## src/common/div_defs.svh

```systemverilog
`ifndef DIV_DEFS_SVH
`define DIV_DEFS_SVH

// operand and result width
`define DIV_XLEN 32

// destination register tag width
`define DIV_TAG_W 5

`endif

```

## src/common/rv_div_pkg.sv

```systemverilog
`include "div_defs.svh"

package rv_div_pkg;

    // M extension divide ops, low bit set means unsigned
    typedef enum logic [1:0] {
        DIV  = 2'b00,
        DIVU = 2'b01,
        REM  = 2'b10,
        REMU = 2'b11
    } div_op_e;

    typedef struct packed {
        div_op_e               op;
        logic [`DIV_TAG_W-1:0] tag;
        logic [`DIV_XLEN-1:0]  dividend;
        logic [`DIV_XLEN-1:0]  divisor;
    } div_req_t;

    typedef struct packed {
        logic [`DIV_TAG_W-1:0] tag;
        logic [`DIV_XLEN-1:0]  result;
    } div_rsp_t;

endpackage

```

## src/common/div_pipe_pkg.sv

```systemverilog
`include "div_defs.svh"

package div_pipe_pkg;

    // payload handed from one divide step to the next
    typedef struct packed {
        logic [`DIV_XLEN-1:0]  rem;      // partial remainder
        logic [`DIV_XLEN-1:0]  dvd;      // dividend, msb consumed each step
        logic [`DIV_XLEN-1:0]  dvs;      // divisor magnitude
        logic [`DIV_XLEN-1:0]  quo;      // quotient bits so far
        logic                  neg_q;
        logic                  neg_r;
        logic                  sel_rem;  // return remainder
        logic                  by_zero;
        logic                  ovf;      // signed overflow
        logic [`DIV_XLEN-1:0]  orig_dvd; // rem result for div by zero
        logic [`DIV_TAG_W-1:0] tag;
    } div_stage_t;

endpackage

```

## src/source/div_issue.sv

```systemverilog
`timescale 1ns/1ns
`include "div_defs.svh"

module div_issue (
    input  logic                     clk,
    input  logic                     rstn,
    input  logic                     req_valid,
    output logic                     req_ready,
    input  rv_div_pkg::div_req_t     req,
    input  logic                     advance,
    output logic                     s0_valid,
    output div_pipe_pkg::div_stage_t s0
);

    localparam logic [`DIV_XLEN-1:0] MOST_NEG = {1'b1, {(`DIV_XLEN-1){1'b0}}};

    logic                     is_signed;
    logic                     dvd_neg;
    logic                     dvs_neg;
    logic [`DIV_XLEN-1:0]     dvd_mag;
    logic [`DIV_XLEN-1:0]     dvs_mag;
    div_pipe_pkg::div_stage_t s0_next;

    assign req_ready = advance; // single global stall

    assign is_signed = (req.op == rv_div_pkg::DIV) || (req.op == rv_div_pkg::REM);
    assign dvd_neg   = is_signed && req.dividend[`DIV_XLEN-1];
    assign dvs_neg   = is_signed && req.divisor[`DIV_XLEN-1];
    assign dvd_mag   = dvd_neg ? (~req.dividend + 1'b1) : req.dividend;
    assign dvs_mag   = dvs_neg ? (~req.divisor + 1'b1) : req.divisor;

    always_comb begin
        s0_next          = '0;
        s0_next.rem      = '0;
        s0_next.dvd      = dvd_mag;
        s0_next.dvs      = dvs_mag;
        s0_next.quo      = '0;
        s0_next.neg_q    = dvd_neg ^ dvs_neg;
        s0_next.neg_r    = dvd_neg; // remainder follows dividend sign
        s0_next.sel_rem  = (req.op == rv_div_pkg::REM) || (req.op == rv_div_pkg::REMU);
        s0_next.by_zero  = (req.divisor == '0);
        s0_next.ovf      = is_signed && (req.dividend == MOST_NEG) && (&req.divisor);
        s0_next.orig_dvd = req.dividend;
        s0_next.tag      = req.tag;
    end

    always_ff @(posedge clk or negedge rstn) begin
        if (!rstn) begin
            s0_valid <= 1'b0;
        end else if (advance) begin
            s0_valid <= req_valid;
        end
    end

    always_ff @(posedge clk) begin
        if (advance) begin
            s0 <= s0_next;
        end
    end

    // first stage must freeze with the rest of the pipe
    a_s0_hold: assert property (
        @(posedge clk) disable iff (!rstn)
        !advance |=> $stable(s0_valid) && (!s0_valid || $stable(s0))
    );

endmodule

```

## config.mk

```make
export PLATFORM = sky130hd
export DESIGN_NAME = div_issue
export DESIGN_NICKNAME = d
export VERILOG_FILES = /design/src/common/rv_div_pkg.sv /design/src/common/div_pipe_pkg.sv /design/src/source/div_issue.sv
export VERILOG_INCLUDE_DIRS = /design/src /design/src/common
export SDC_FILE = /design/constraint.sdc
export NUM_CORES = 1
export LEC_CHECK = 0
export ABC_CLOCK_PERIOD_IN_PS = 1500
export BUFFER_PORTS_ARGS = -buffer_cell sky130_fd_sc_hd__clkbuf_2
export CAP_MARGIN = 25
export CORE_MARGIN = 4
export CORE_UTILIZATION = 40
export CTS_CLUSTER_DIAMETER = 60
export DETAILED_ROUTE_END_ITERATION = 10
export GPL_ROUTABILITY_DRIVEN = 0
export GPL_TIMING_DRIVEN = 0
export PLACE_DENSITY = 0.81
export SLEW_MARGIN = 30
export SYNTH_ARGS = -nofsm -noshare
export SYNTH_HDL_FRONTEND = slang
export SYNTH_SLANG_ARGS = --single-unit
```

## constraint.sdc

```tcl
create_clock -name clk -period 1.5 [get_ports clk]
set_input_delay 0.225 -clock clk [delete_from_list [all_inputs] [get_ports clk]]
set_output_delay 0.225 -clock clk [all_outputs]
set_load 0.02 [all_outputs]
```

==> qor.csv <==
metric;value;unit
drt first pass iters;4;
Period minus WS final;1.75;ns
Via density;5.06;
post-synthesis sequential area ratio;59.3;%
CP endpoint kind;flop;
I/O Buffers;180;
Final WS setup;-0.247;ns
Slew Limit Fails;0;
status;finished with violations;
antenna-violating nets left;0;
Yosys top cell area share;58.8;%
GRT Overall Usage;19.2;%
Overflow after GRT;0;
Worst Clk Skew;0;ns
pwr/cell area;984;nW/µm²
vias in the first global route;4254;
routed vias;4422;
Synth area leader;edfxtp_1;
Netlist cell types;46;
Post-synth EDFFs;105;
die area;15300;µm²
Finished Core Util;61.1;%
critical path class;in2reg;
Synth async-reset ratio;0.943;%
Sink Count;106;
final period utilization;116;%
Max Cap Viol;0;
CTS tree;yes;
Final #Nets;771;
final std cells w/o fill;874;
leading post-synthesis cells by cell area;edfxtp_1 59%, buf_4 9.2%, xnor2_1 6.9%, xor2_1 2.3%, nor2_1 1.7%;
Hold WC Path Type;in2reg;
register area;3180;µm²
Ys Warns;0;
num rows;42;
Die X;124;µm
Initial Util;40.7;%
# IOs;247;
Synth Register Bits;106;
headroom to the max-slew limit;62.1;%
placed insts;833;
core region area;13200;µm²
Worst VDD drop;0.000454;V
Root Buffer;clkbuf_16;
Layout area overhead;50.2;%
wire per inst;18.3;µm
antenna cell count;0;
share of cells above drive strength 1;52.6;%
Die H;124;µm
clock transition at the registers of the reported paths;0.07;ns
required time of the critical path;1.60;ns
Syn Inst Count;413;
syn avg cell area;13.0;µm²
initial antenna violation count;0;
Bufs on Longest Clock Path;2;
crit path DAT;1.84;ns
Worst Tran Pin Value;0.569;ns
Most used DFF post-synth;edfxtp_1;
Post-Syn Area;5360;µm²
FMAX;0.572;GHz
reg2reg path depth;1;
later-pin clock latency in the skew report;0.35;ns
crit-path max FO;5;
worst hold stages;1;
failing checks;negative setup slack;
first-pass GRT wire length;22.3;mm
startpoint types;input port;
Num CTS Buffers;9;
Initial DRC Count;320;
fin area;8050;µm²
RSZ-0062 raised after global routing;yes;
Hold Vio Cnt, Final;0;
multi-input logic area;2450;µm²
residual DRC count;0;
H-Tree Depth;3;
DRT Wirelength;16.0;mm
Leak;3.36;nW
final-report setup violation count;21;
largest net degree at the start of global routing;72;
placed wire-length estimate;11.5;mm
Placement Cell Area;7120;µm²
dpl ws;-0.743;ns
fill count;978;
routing by layer:
layer  vias up  track usage [%]  routed length, µm
met1      2129             22.1               5670
met3        31             4.59               1420
met5         -                0                  0
li1       2001                -                  -
met2       261             33.6               8330
met4         0             8.72                551
timing repair:
action | 4_1_cts | 5_1_grt
resized for setup | 38 | 47
setup buffers | 11 | 16
pin swaps | 8 | 18
gates cloned | 1 | 0
hold buffers | 1 | 0
endpoints found under the setup margin | 36 | 38
hold endpoints to repair | 1 | 0
worst max-delay path, stage by stage:
cell and delay [ns]:
clkbuf_16 0.12, or4_4 0.54, or4_4 0.54, o41ai_2 0.32, xnor2_1 0.11
final cells by class:
class	count	share of cell area [%]
buffer	77	7.33
clock buffer	9	2.80
clock inverter	7	1.13
inverter	8	0.404
multi-input combinational	284	30.4
sequential	106	39.5
tap	176	2.73
timing repair buffer	207	15.8
Yosys cell counts, types with 3 or more instances:
library cell and count:
edfxtp_1 105, o31ai_1 9, o41ai_1 10, nor4_1 14
nand2_1 10, o41ai_2 5, nor2_1 24, nor3_1 9
or4_1 6, clkbuf_1 10, a31oi_1 5, xnor2_1 42
nand3_1 3, o21ai_0 12, ha_1 3, a21oi_1 6
nand4_1 11, or3_1 5, inv_1 8, xor2_1 14
buf_4 66, nand2b_1 5
cells in the final DEF (no fill, tap or decap), drive strengths merged, types with 3 or more instances in the layout:
cell type / Yosys / routed
clkbuf: 10 / 190
edfxtp: 105 / 105
buf: 69 / 102
conb: 1 / 64
xnor2: 42 / 42
nor2: 24 / 24
o41ai: 16 / 16
nor4: 15 / 15
xor2: 14 / 14
o21ai: 12 / 12
nand4: 11 / 11
o31ai: 11 / 11
nand2: 10 / 10
inv: 8 / 10
or4: 8 / 9
nor3: 9 / 9
a21oi: 6 / 6
nand2b: 5 / 5
a31oi: 5 / 5
or3: 5 / 5
nand3: 4 / 4
o311ai: 3 / 3
ha: 3 / 3
clkinv: 0 / 3
through the flow:
| stage | setup TNS, ns | hold WS, ns | power (mW) |
|---|---|---|---|
| after floorplan | -5.07 | -0.0706 | 4.68 |
| after global placement | -132.42 | -0.000226 | 5.28 |
| after detailed placement | -26.11 | 0.00422 | 5.32 |
| after CTS | -2.08 | 0.0336 | 7.90 |
| after global routing | -3.55 | 0.0360 | 8.22 |
| final | -3.02 | 0.0490 | 7.92 |
power breakdown:
group	internal, mW	total [mW]	switching (mW)
combinational	0.620	1.72	1.10
clock	1.46	2.54	1.07
sequential	3.58	3.67	0.0847
worst paths after layout:
check | start | endpoint | slack [ns]
worst max-delay path | req[35] | s0[119] | -0.25
min in group asynchronous | rstn | s0_valid | 0.20
worst min-delay path | req[66] | s0[2] | 0.05
worst min register to register | s0_valid | s0_valid | 0.56
max in group asynchronous | rstn | s0_valid | 1.22
worst max register to register | s0_valid | s0_valid | 0.72
logic make-up after synthesis:
family	synth area share, %
simple gates	10.4
fa+ha+maj	0.700
other cells	0.0699
buf+inv	11.0
mux	0.210
flops	59.3
compound gates	9.26
xor+xnor	9.15
flip-flops by register name, indices dropped and copies added (netlist names):
signal    flops
s0          105
s0_valid      1
(Power assumes the default switching activity.)
