===== config.mk =====
export PLATFORM = sky130hd
export DESIGN_NAME = div_writeback
export DESIGN_NICKNAME = d
export VERILOG_FILES = /design/src/common/rv_div_pkg.sv /design/src/common/div_pipe_pkg.sv /design/src/source/div_writeback.sv
export VERILOG_INCLUDE_DIRS = /design/src /design/src/common
export SDC_FILE = /design/constraint.sdc
export NUM_CORES = 1
export LEC_CHECK = 0
export BUFFER_PORTS_ARGS = -buffer_cell sky130_fd_sc_hd__buf_2
export CORE_MARGIN = 1
export CORE_UTILIZATION = 45
export CTS_CLUSTER_DIAMETER = 200
export DETAILED_ROUTE_END_ITERATION = 16
export GPL_TIMING_DRIVEN = 0
export PLACE_DENSITY = 0.83
export SETUP_SLACK_MARGIN = 0.4
export SYNTH_ARGS = -nofsm -noshare
export SYNTH_HDL_FRONTEND = slang
export SYNTH_SLANG_ARGS = --single-unit

===== constraint.sdc =====
create_clock -name clk -period 2.15 [get_ports clk]
set_input_delay 0.43 -clock clk [delete_from_list [all_inputs] [get_ports clk]]
set_output_delay 0.43 -clock clk [all_outputs]
set_load 0.01 [all_outputs]

===== src/common/div_defs.svh =====
`ifndef DIV_DEFS_SVH
`define DIV_DEFS_SVH

// operand and result width
`define DIV_XLEN 32

// destination register tag width
`define DIV_TAG_W 5

`endif


===== src/common/rv_div_pkg.sv =====
`include "div_defs.svh"

package rv_div_pkg;

    // M extension divide ops, low bit set means unsigned
    typedef enum logic [1:0] {
        DIV  = 2'b00,
        DIVU = 2'b01,
        REM  = 2'b10,
        REMU = 2'b11
    } div_op_e;

    typedef struct packed {
        div_op_e               op;
        logic [`DIV_TAG_W-1:0] tag;
        logic [`DIV_XLEN-1:0]  dividend;
        logic [`DIV_XLEN-1:0]  divisor;
    } div_req_t;

    typedef struct packed {
        logic [`DIV_TAG_W-1:0] tag;
        logic [`DIV_XLEN-1:0]  result;
    } div_rsp_t;

endpackage


===== src/common/div_pipe_pkg.sv =====
`include "div_defs.svh"

package div_pipe_pkg;

    // payload handed from one divide step to the next
    typedef struct packed {
        logic [`DIV_XLEN-1:0]  rem;      // partial remainder
        logic [`DIV_XLEN-1:0]  dvd;      // dividend, msb consumed each step
        logic [`DIV_XLEN-1:0]  dvs;      // divisor magnitude
        logic [`DIV_XLEN-1:0]  quo;      // quotient bits so far
        logic                  neg_q;
        logic                  neg_r;
        logic                  sel_rem;  // return remainder
        logic                  by_zero;
        logic                  ovf;      // signed overflow
        logic [`DIV_XLEN-1:0]  orig_dvd; // rem result for div by zero
        logic [`DIV_TAG_W-1:0] tag;
    } div_stage_t;

endpackage


===== src/source/div_writeback.sv =====
`timescale 1ns/1ns
`include "div_defs.svh"

module div_writeback (
    input  logic                     clk,
    input  logic                     rstn,
    input  logic                     sn_valid,
    input  div_pipe_pkg::div_stage_t sn,
    output logic                     advance,
    output logic                     rsp_valid,
    input  logic                     rsp_ready,
    output rv_div_pkg::div_rsp_t     rsp
);

    localparam logic [`DIV_XLEN-1:0] MOST_NEG = {1'b1, {(`DIV_XLEN-1){1'b0}}};

    logic [`DIV_XLEN-1:0] quo_fix;
    logic [`DIV_XLEN-1:0] rem_fix;
    logic [`DIV_XLEN-1:0] result;

    assign quo_fix = sn.neg_q ? (~sn.quo + 1'b1) : sn.quo;
    assign rem_fix = sn.neg_r ? (~sn.rem + 1'b1) : sn.rem;

    always_comb begin
        if (sn.by_zero) begin
            result = sn.sel_rem ? sn.orig_dvd : '1; // RISC-V div by zero
        end else if (sn.ovf) begin
            result = sn.sel_rem ? '0 : MOST_NEG;
        end else begin
            result = sn.sel_rem ? rem_fix : quo_fix;
        end
    end

    // whole pipe moves when output slot frees up
    assign advance = !rsp_valid || rsp_ready;

    always_ff @(posedge clk or negedge rstn) begin
        if (!rstn) begin
            rsp_valid <= 1'b0;
        end else if (advance) begin
            rsp_valid <= sn_valid;
        end
    end

    always_ff @(posedge clk) begin
        if (advance) begin
            rsp.tag    <= sn.tag;
            rsp.result <= result;
        end
    end

    // response held until the consumer takes it
    a_rsp_hold: assert property (
        @(posedge clk) disable iff (!rstn)
        rsp_valid && !rsp_ready |=> rsp_valid && $stable(rsp)
    );

endmodule


==> impl_table.tex, run 1 <==
\begin{tabular}{lr}
\hline
Metric & Value \\
\hline
\multicolumn{2}{l}{\textbf{Run status}} \\
\quad Result of the run & complete, no violations \\
\multicolumn{2}{l}{\textbf{Finish}} \\
\quad Antenna diodes & 0 \\
\quad Most used cells in the layout excluding fill and tap cells & sky130\_fd\_sc\_hd\_\_buf\_2 (135), sky130\_fd\_sc\_hd\_\_nand2\_1 (45), sky130\_fd\_sc\_hd\_\_buf\_4 (44) \\
\quad Share of cells above drive strength 1 & 52.1\% \\
\quad Area grow syn2layout & 65.5\% \\
\quad Most common cell after layout, fill and taps aside & sky130\_fd\_sc\_hd\_\_buf\_2 \\
\quad Final net count & 829 \\
\multicolumn{2}{l}{\textbf{Clocking}} \\
\quad H-tree depth & 2 \\
\quad Inserted Clock Buffers & 5 \\
\quad CTS Root Cell & sky130\_fd\_sc\_hd\_\_clkbuf\_8 \\
\quad Clock net sink count & 38 \\
\quad Later-pin clock latency in the skew report & 0.31 ns \\
\quad TritonCTS clock tree & done \\
\quad CTS max path bufs & 2 \\
\quad CTS clk-pin slew, worst paths & 0.09 ns \\
\multicolumn{2}{l}{\textbf{Synth}} \\
\quad Number of instances in the synthesized netlist & 441 \\
\quad Cell accounting for the most synthesized area & sky130\_fd\_sc\_hd\_\_edfxtp\_1 \\
\quad Register area share after synthesis & 29.9\% \\
\quad Top area cells in the synthesized netlist & sky130\_fd\_sc\_hd\_\_edfxtp\_1 (29\%), sky130\_fd\_sc\_hd\_\_nand2\_1 (4.8\%), sky130\_fd\_sc\_hd\_\_xnor2\_1 (4.4\%), sky130\_fd\_sc\_hd\_\_xor2\_1 (4.4\%), sky130\_fd\_sc\_hd\_\_o21ai\_0 (4.2\%) \\
\quad Warnings from Yosys & 0 \\
\quad Flip-flop and latch count after synthesis & 38 \\
\quad Count of unique library cells instantiated by Yosys & 64 \\
\quad Mean area per synthesized cell & 8.62 um2 \\
\quad Dominant synthesized flop cell & sky130\_fd\_sc\_hd\_\_edfxtp\_1 \\
\quad Cell area after synthesis & 3800 um2 \\
\quad Async SR Flop Fraction & 2.63\% \\
\quad Share of Yosys cell area claimed by the top area cell type & 29.2\% \\
\quad Number of enable-type register cells in the synthesized netlist & 37 \\
\quad Syn Nets & 617 \\
\multicolumn{2}{l}{\textbf{Power}} \\
\quad Static leakage & 2.57 nW \\
\quad Pwr/cell area & 428 nW/um2 \\
\quad Worst IR Drop VDD & 0.385 mV \\
\multicolumn{2}{l}{\textbf{Floorplan}} \\
\quad Initial Util & 46.5\% \\
\quad Area of the placeable core & 8180 um2 \\
\quad Die outline height & 93.9 um \\
\quad \# IOs & 213 \\
\quad Number of standard-cell rows in the floorplan & 33 \\
\quad Floorplan die area & 8820 um2 \\
\quad Die W & 93.9 um \\
\multicolumn{2}{l}{\textbf{Timing}} \\
\quad Final setup violating endpoints & 0 \\
\quad Number of hold violations in the final report & 0 \\
\quad Final-report max-slew violation count & 0 \\
\quad Max Clock Freq & 482 MHz \\
\quad Final critical path time including I/O delays and setup & 2.07 ns \\
\quad Ratio of final minimum period to clock period & 96.5\% \\
\quad Unrepaired setup endpoints after global routing & yes \\
\quad Worst Clk Skew & 0.0144 ns \\
\quad Min Hold Slack & 0.311 ns \\
\quad Actual transition at the worst max-transition pin & 0.793 ns \\
\quad Setup\_tns & 0 ns \\
\quad Worst relative slew slack & 47.1\% \\
\multicolumn{2}{l}{\textbf{Routing}} \\
\quad Drt drc & 0 \\
\quad Detail-routed via count per cell & 6.55 \\
\quad First-pass iteration count of the detailed router & 7 \\
\quad Post-DR wirelength/cell & 23.4 um \\
\quad Overall via count from detail\_route & 4974 \\
\quad Total wirelength of the detailed-routed design & 17800 um \\
\quad Iteration-0 DRC count of the detailed router & 505 \\
\quad ANT nets after route & 0 \\
\multicolumn{2}{l}{\textbf{Setup path}} \\
\quad Worst Setup Start Kind & primary input \\
\quad WP data required & 2.25 ns \\
\quad Crit path kind & primary input to flip-flop \\
\quad Data arrival, critical path & 2.17 ns \\
\quad Type of element capturing the critical path & flip-flop \\
\quad Worst-path maximum fanout & 4 \\
\multicolumn{2}{l}{\textbf{Placement}} \\
\quad Final Wtd Congestion & 0.942 \\
\quad Half-perimeter wire length of the detailed placement result & 11900 um \\
\quad Buffers on Ports & 145 \\
\multicolumn{2}{l}{\textbf{Global routing}} \\
\quad Global-route wire length before repair & 25100 um \\
\quad Gr usage total & 38.6\% \\
\quad Via count of the first global-routing pass & 4534 \\
\quad Pin count of the biggest net entering global routing & 21 \\
\quad Initial antenna violation count & 0 \\
\quad Total global routing overflow & 0 \\
\multicolumn{2}{l}{\textbf{Min path}} \\
\quad Hold Crit Class & primary input to flip-flop \\
\multicolumn{2}{l}{\textbf{Run}} \\
\quad Max-cap violations & 0 \\
\hline
\end{tabular}
==> final timing paths <==
| path | start | end | slack (ns) | cells past startpoint |
|---|---|---|---|---|
| min in group asynchronous | rstn | rsp_valid | 0.43 | 2 |
| worst min register to register | rsp_valid | rsp[18] | 0.92 | 1 |
| worst max-delay path | sn[139] | rsp[26] | 0.08 | 9 |
| max in group asynchronous | rstn | rsp_valid | 1.63 | 2 |
| worst max register to register | rsp_valid | rsp[10] | 0.87 | 1 |
| worst min-delay path | sn[0] | rsp[32] | 0.31 | 1 |
==> critical path, cell delays in order <==
cell and delay, ns:
sky130_fd_sc_hd__buf_12 0.12, sky130_fd_sc_hd__inv_12 0.05, sky130_fd_sc_hd__ha_4 0.13, sky130_fd_sc_hd__nor3b_4 0.25, sky130_fd_sc_hd__nand4_1 0.24, sky130_fd_sc_hd__buf_4 0.23
sky130_fd_sc_hd__nor4_2 0.17, sky130_fd_sc_hd__mux2i_1 0.16, sky130_fd_sc_hd__a221oi_2 0.38
==> area by class of cell <==
type / instances / area [um2]
sequential: 38 / 1140
fill: 568 / 1880
tap: 105 / 131
clock inverter: 3 / 68.8
multi-input combinational: 367 / 3290
clock buffer: 5 / 68.8
timing repair buffer: 203 / 1380
buffer: 25 / 146
inverter: 13 / 71.3
==> flip-flops by register name (all words and copies together) (netlist names) <==
name       count
rsp_valid      1
rsp           37
==> cells in the mapped netlist, types with 8 or more instances <==
master	n
sky130_fd_sc_hd__a21oi_1	23
sky130_fd_sc_hd__clkbuf_1	20
sky130_fd_sc_hd__edfxtp_1	37
sky130_fd_sc_hd__inv_1	13
sky130_fd_sc_hd__mux2i_1	14
sky130_fd_sc_hd__nand2_1	49
sky130_fd_sc_hd__nor2_1	33
sky130_fd_sc_hd__nor3_1	20
sky130_fd_sc_hd__nor4_1	8
sky130_fd_sc_hd__o21ai_0	32
sky130_fd_sc_hd__o221ai_1	10
sky130_fd_sc_hd__o31ai_1	13
sky130_fd_sc_hd__or3_1	13
sky130_fd_sc_hd__xnor2_1	19
sky130_fd_sc_hd__xor2_1	19
==> metal layers <==
layer | track usage (%) | routed length [um]
met4 | 19.2 | 1100
met2 | 60.0 | 8020
met3 | 8.01 | 1980
met5 | 0 | 0
met1 | 50.6 | 6710
==> timing repair <==
action,4_1_cts,5_1_grt
setup endpoints to repair,32,30
setup buffers,31,25
cloned,2,1
hold buffers,1,0
endpoints found under the hold margin,1,0
pin swaps,50,39
resized for setup,110,69
==> through the flow <==
stage | total power, mW | instances | worst slack [ns] | utilization, % | area, um2
after floorplan | 1.33 | 441 | 0.0437 | - | 3980
after global placement | 1.70 | 691 | -0.355 | 59.1 | 4830
after detailed placement | 1.71 | 691 | -0.353 | 59.1 | 4830
after CTS | 2.57 | 733 | 0.106 | 70.3 | 5750
after global routing | 2.77 | 759 | 0.0296 | 77.0 | 6290
final | 2.70 | 759 | 0.0752 | 77.0 | 6290
==> power breakdown <==
part | switching [mW] | total (mW) | internal [mW]
clock network | 0.307 | 0.773 | 0.466
registers | 0.0178 | 0.923 | 0.905
logic | 0.599 | 1.00 | 0.401
total | 0.923 | 2.70 | 1.77
==> cell families (layout without fill, tap and decap cells) <==
family	count (synthesis)	in the layout	synth area share, %
AOI/OAI and AO/OA	128	128	23.9
xor gates and xnor gates	38	38	8.76
adders and majority gates	2	2	0.658
buffers and inverters	38	249	3.98
DFF	38	38	29.9
muxes	18	18	4.87
and+or+nand+nor	179	181	27.9
Note: power is estimated with default switching activity, not from simulation.
==> run 2, diff against run 1 <==
Settings changed: CORE_MARGIN 1 to 10.
==> run 2 against run 1 <==
Effect of this change:
- global-route usage down 11 points
- first-iteration DRC count fell by 9.1%
- combinational power about the same
- cell count up 0.13%
- via count down 1.1%
- highest routed layer unchanged
==> impl_table.tex, run 2 (synthesis gave the netlist of run 1 again) <==
\begin{tabular}{lr}
\hline
Metric & Value \\
\hline
\multicolumn{2}{l}{\textbf{Routing}} \\
\quad Total wirelength of the detailed-routed design & 18900 um (was 17800 um) \\
\quad Post-DR wirelength/cell & 24.8 um (was 23.4 um) \\
\quad First-pass iteration count of the detailed router & 5 (was 7) \\
\quad Overall via count from detail\_route & 4920 (was 4974) \\
\quad Detail-routed via count per cell & 6.47 (was 6.55) \\
\quad Iteration-0 DRC count of the detailed router & 459 (was 505) \\
\quad Drt drc & 0 (unchanged) \\
\quad ANT nets after route & 0 (unchanged) \\
\multicolumn{2}{l}{\textbf{Global routing}} \\
\quad Gr usage total & 27.6\% (was 38.6\%) \\
\quad Total global routing overflow & 0 (unchanged) \\
\quad Initial antenna violation count & 0 (unchanged) \\
\quad Via count of the first global-routing pass & 4893 (was 4534) \\
\quad Global-route wire length before repair & 27700 um (was 25100 um) \\
\quad Pin count of the biggest net entering global routing & 21 (unchanged) \\
\multicolumn{2}{l}{\textbf{Timing}} \\
\quad Final-report max-slew violation count & 0 (unchanged) \\
\quad Ratio of final minimum period to clock period & 96.1\% (was 96.5\%) \\
\quad Final setup violating endpoints & 0 (unchanged) \\
\quad Max Clock Freq & 484 MHz (was 482 MHz) \\
\quad Unrepaired setup endpoints after global routing & yes (unchanged) \\
\quad Min Hold Slack & 0.306 ns (was 0.311 ns) \\
\quad Worst relative slew slack & 53.4\% (was 47.1\%) \\
\quad Number of hold violations in the final report & 0 (unchanged) \\
\quad Worst Clk Skew & 0.0163 ns (was 0.0144 ns) \\
\quad Final critical path time including I/O delays and setup & 2.07 ns (about the same) \\
\quad Actual transition at the worst max-transition pin & 0.700 ns (was 0.793 ns) \\
\multicolumn{2}{l}{\textbf{Floorplan}} \\
\quad Die W & 112 um (was 93.9 um) \\
\quad Die outline height & 112 um (was 93.9 um) \\
\quad Area of the placeable core & 8220 um2 (was 8180 um2) \\
\quad \# IOs & 213 (unchanged) \\
\quad Number of standard-cell rows in the floorplan & 33 (unchanged) \\
\quad Floorplan die area & 12500 um2 (was 8820 um2) \\
\quad Initial Util & 46.3\% (was 46.5\%) \\
\multicolumn{2}{l}{\textbf{Finish}} \\
\quad Final Util & 76.0\% (was 77.0\%) \\
\quad Area grow syn2layout & 64.3\% (was 65.5\%) \\
\quad Count of fill cells added during filler insertion & 574 (was 568) \\
\quad Multi-input gate area & 3240 um2 (was 3290 um2) \\
\quad Share of cells above drive strength 1 & 51.6\% (was 52.1\%) \\
\quad Final non-filler cell total & 760 (was 759) \\
\quad Storage cell area & 1140 um2 (unchanged) \\
\quad Most common cell after layout, fill and taps aside & sky130\_fd\_sc\_hd\_\_buf\_2 (unchanged) \\
\quad Final net count & 830 (was 829) \\
\quad Flip-flop count of the largest register after layout & 37 (unchanged) \\
\quad Leading registers by flop count & rsp (37), rsp\_valid (1) (unchanged) \\
\quad Reg with most FFs & rsp (unchanged) \\
\quad Most used cells in the layout excluding fill and tap cells & sky130\_fd\_sc\_hd\_\_buf\_2 (130), sky130\_fd\_sc\_hd\_\_buf\_4 (51), sky130\_fd\_sc\_hd\_\_nand2\_1 (44) (was sky130\_fd\_sc\_hd\_\_buf\_2 (135), sky130\_fd\_sc\_hd\_\_nand2\_1 (45), sky130\_fd\_sc\_hd\_\_buf\_4 (44)) \\
\quad Antenna diodes & 0 (unchanged) \\
\multicolumn{2}{l}{\textbf{Setup path}} \\
\quad Type of element capturing the critical path & flip-flop (unchanged) \\
\quad Reg2reg path depth & 1 (unchanged) \\
\quad Worst-path maximum fanout & 4 (unchanged) \\
\quad Data arrival, critical path & 2.08 ns (was 2.17 ns) \\
\quad Worst Setup Start Kind & primary input (unchanged) \\
\quad Crit path kind & primary input to flip-flop (unchanged) \\
\quad Setup slack on the worst flop-to-flop path & 0.88 ns (was 0.87 ns) \\
\quad WP data required & 2.16 ns (was 2.25 ns) \\
\multicolumn{2}{l}{\textbf{Clocking}} \\
\quad H-tree depth & 2 (unchanged) \\
\quad CTS Root Cell & sky130\_fd\_sc\_hd\_\_clkbuf\_8 (unchanged) \\
\quad CTS clk-pin slew, worst paths & 0.08 ns (was 0.09 ns) \\
\quad Inserted Clock Buffers & 5 (unchanged) \\
\quad Later-pin clock latency in the skew report & 0.31 ns (about the same) \\
\quad CTS max path bufs & 2 (unchanged) \\
\quad Clock net sink count & 38 (unchanged) \\
\quad TritonCTS clock tree & done (unchanged) \\
\multicolumn{2}{l}{\textbf{Power}} \\
\quad Worst IR Drop VDD & 0.251 mV (was 0.385 mV) \\
\quad Clock power share & 22.8\% (was 28.7\%) \\
\quad Sw Ratio & 37.0\% (was 34.3\%) \\
\quad Sequential share of power & 36.9\% (was 34.2\%) \\
\quad Static leakage & 2.60 nW (was 2.57 nW) \\
\quad Net switching component of the power & 0.924 mW (was 0.923 mW) \\
\quad Combinational Power Share & 40.3\% (was 37.1\%) \\
\quad Internal Dissipation & 1.58 mW (was 1.77 mW) \\
\quad Pwr/cell area & 400 nW/um2 (was 428 nW/um2) \\
\multicolumn{2}{l}{\textbf{Run}} \\
\quad Max-cap violations & 0 (unchanged) \\
\multicolumn{2}{l}{\textbf{Placement}} \\
\quad Half-perimeter wire length of the detailed placement result & 13500 um (was 11900 um) \\
\quad Buffers on Ports & 145 (unchanged) \\
\quad Final Wtd Congestion & 1.01 (was 0.942) \\
\quad Dpl cells & 691 (unchanged) \\
\multicolumn{2}{l}{\textbf{Min path}} \\
\quad Hold Crit Class & primary input to flip-flop (unchanged) \\
\quad Hold path cells & 1 (unchanged) \\
\multicolumn{2}{l}{\textbf{Run status}} \\
\quad Result of the run & complete, no violations (unchanged) \\
\hline
\end{tabular}
run 2: changes by cell type in the layout (fill, tap and decap cells not counted), moves of 3 or more:
cell,before,now
sky130_fd_sc_hd__buf_8,3,8
sky130_fd_sc_hd__buf_4,44,51
sky130_fd_sc_hd__buf_6,17,13
sky130_fd_sc_hd__nor3_2,5,2
sky130_fd_sc_hd__xor2_1,13,16
sky130_fd_sc_hd__xor2_2,6,3
sky130_fd_sc_hd__buf_2,135,130
run 2: timing repair:
action / 4_1_cts / 5_1_grt
endpoints found under the hold margin: 1 / 0
setup endpoints to repair: 32 / 31
gates resized for setup: 129 / 61
pin swaps: 50 / 39
cloned: 1 / 0
setup buffers: 34 / 25
hold buffers: 1 / 0
run 2: stage by stage:
step                      worst slack (ns)  setup TNS, ns  area (um2)  total power, mW
after floorplan                     0.0437              0        3980             1.33
after global placement              -0.357          -5.90        4830             1.72
after detailed placement            -0.350          -5.94        4830             1.73
after CTS                            0.167              0        5800             2.39
after global routing                0.0736              0        6240             2.58
final                               0.0835              0        6240             2.50
run 2: worst paths after layout:
path / from / to
worst max-delay path: sn[139] / rsp[26]
worst min-delay path: sn[1] / rsp[33]
worst max register to register: rsp_valid / rsp[34]
worst min register to register: rsp_valid / rsp[35]
max in group asynchronous: rstn / rsp_valid
min in group asynchronous: rstn / rsp_valid
run 2: layer usage:
metal	global-route usage (%)	vias to the layer above	wire length (um)
met5	0	-	0
met2	43.1	407	8590
met4	16.5	0	1200
met1	33.0	2300	6800
met3	7.62	90	2270
li1	-	2123	-
run 2: power groups by stage:
stage,clock [mW],combinational [mW],sequential (mW)
final,0.569,1.01,0.923
after global routing,0.590,1.06,0.930
after CTS,0.559,0.910,0.924
after detailed placement,0,0.786,0.940
after global placement,0,0.779,0.937
after floorplan,0,0.344,0.983
run 2: final cells by class:
class	count	share of cell area, %
multi-input cells	366	51.9
repair buffers	205	22.6
flip-flops and latches	38	18.2
plain buffers	25	2.42
well taps	105	2.10
clock buffers	6	1.32
inverters	13	1.26
clock inverters	2	0.200
run 2: critical path, stage by stage:
cell                       delay [ns]
sky130_fd_sc_hd__buf_12          0.12
sky130_fd_sc_hd__inv_12          0.04
sky130_fd_sc_hd__ha_4            0.12
sky130_fd_sc_hd__nor3b_4         0.25
sky130_fd_sc_hd__nand4_1         0.21
sky130_fd_sc_hd__buf_6           0.20
sky130_fd_sc_hd__nor4_4          0.27
sky130_fd_sc_hd__mux2i_2         0.30
sky130_fd_sc_hd__a221oi_2        0.13
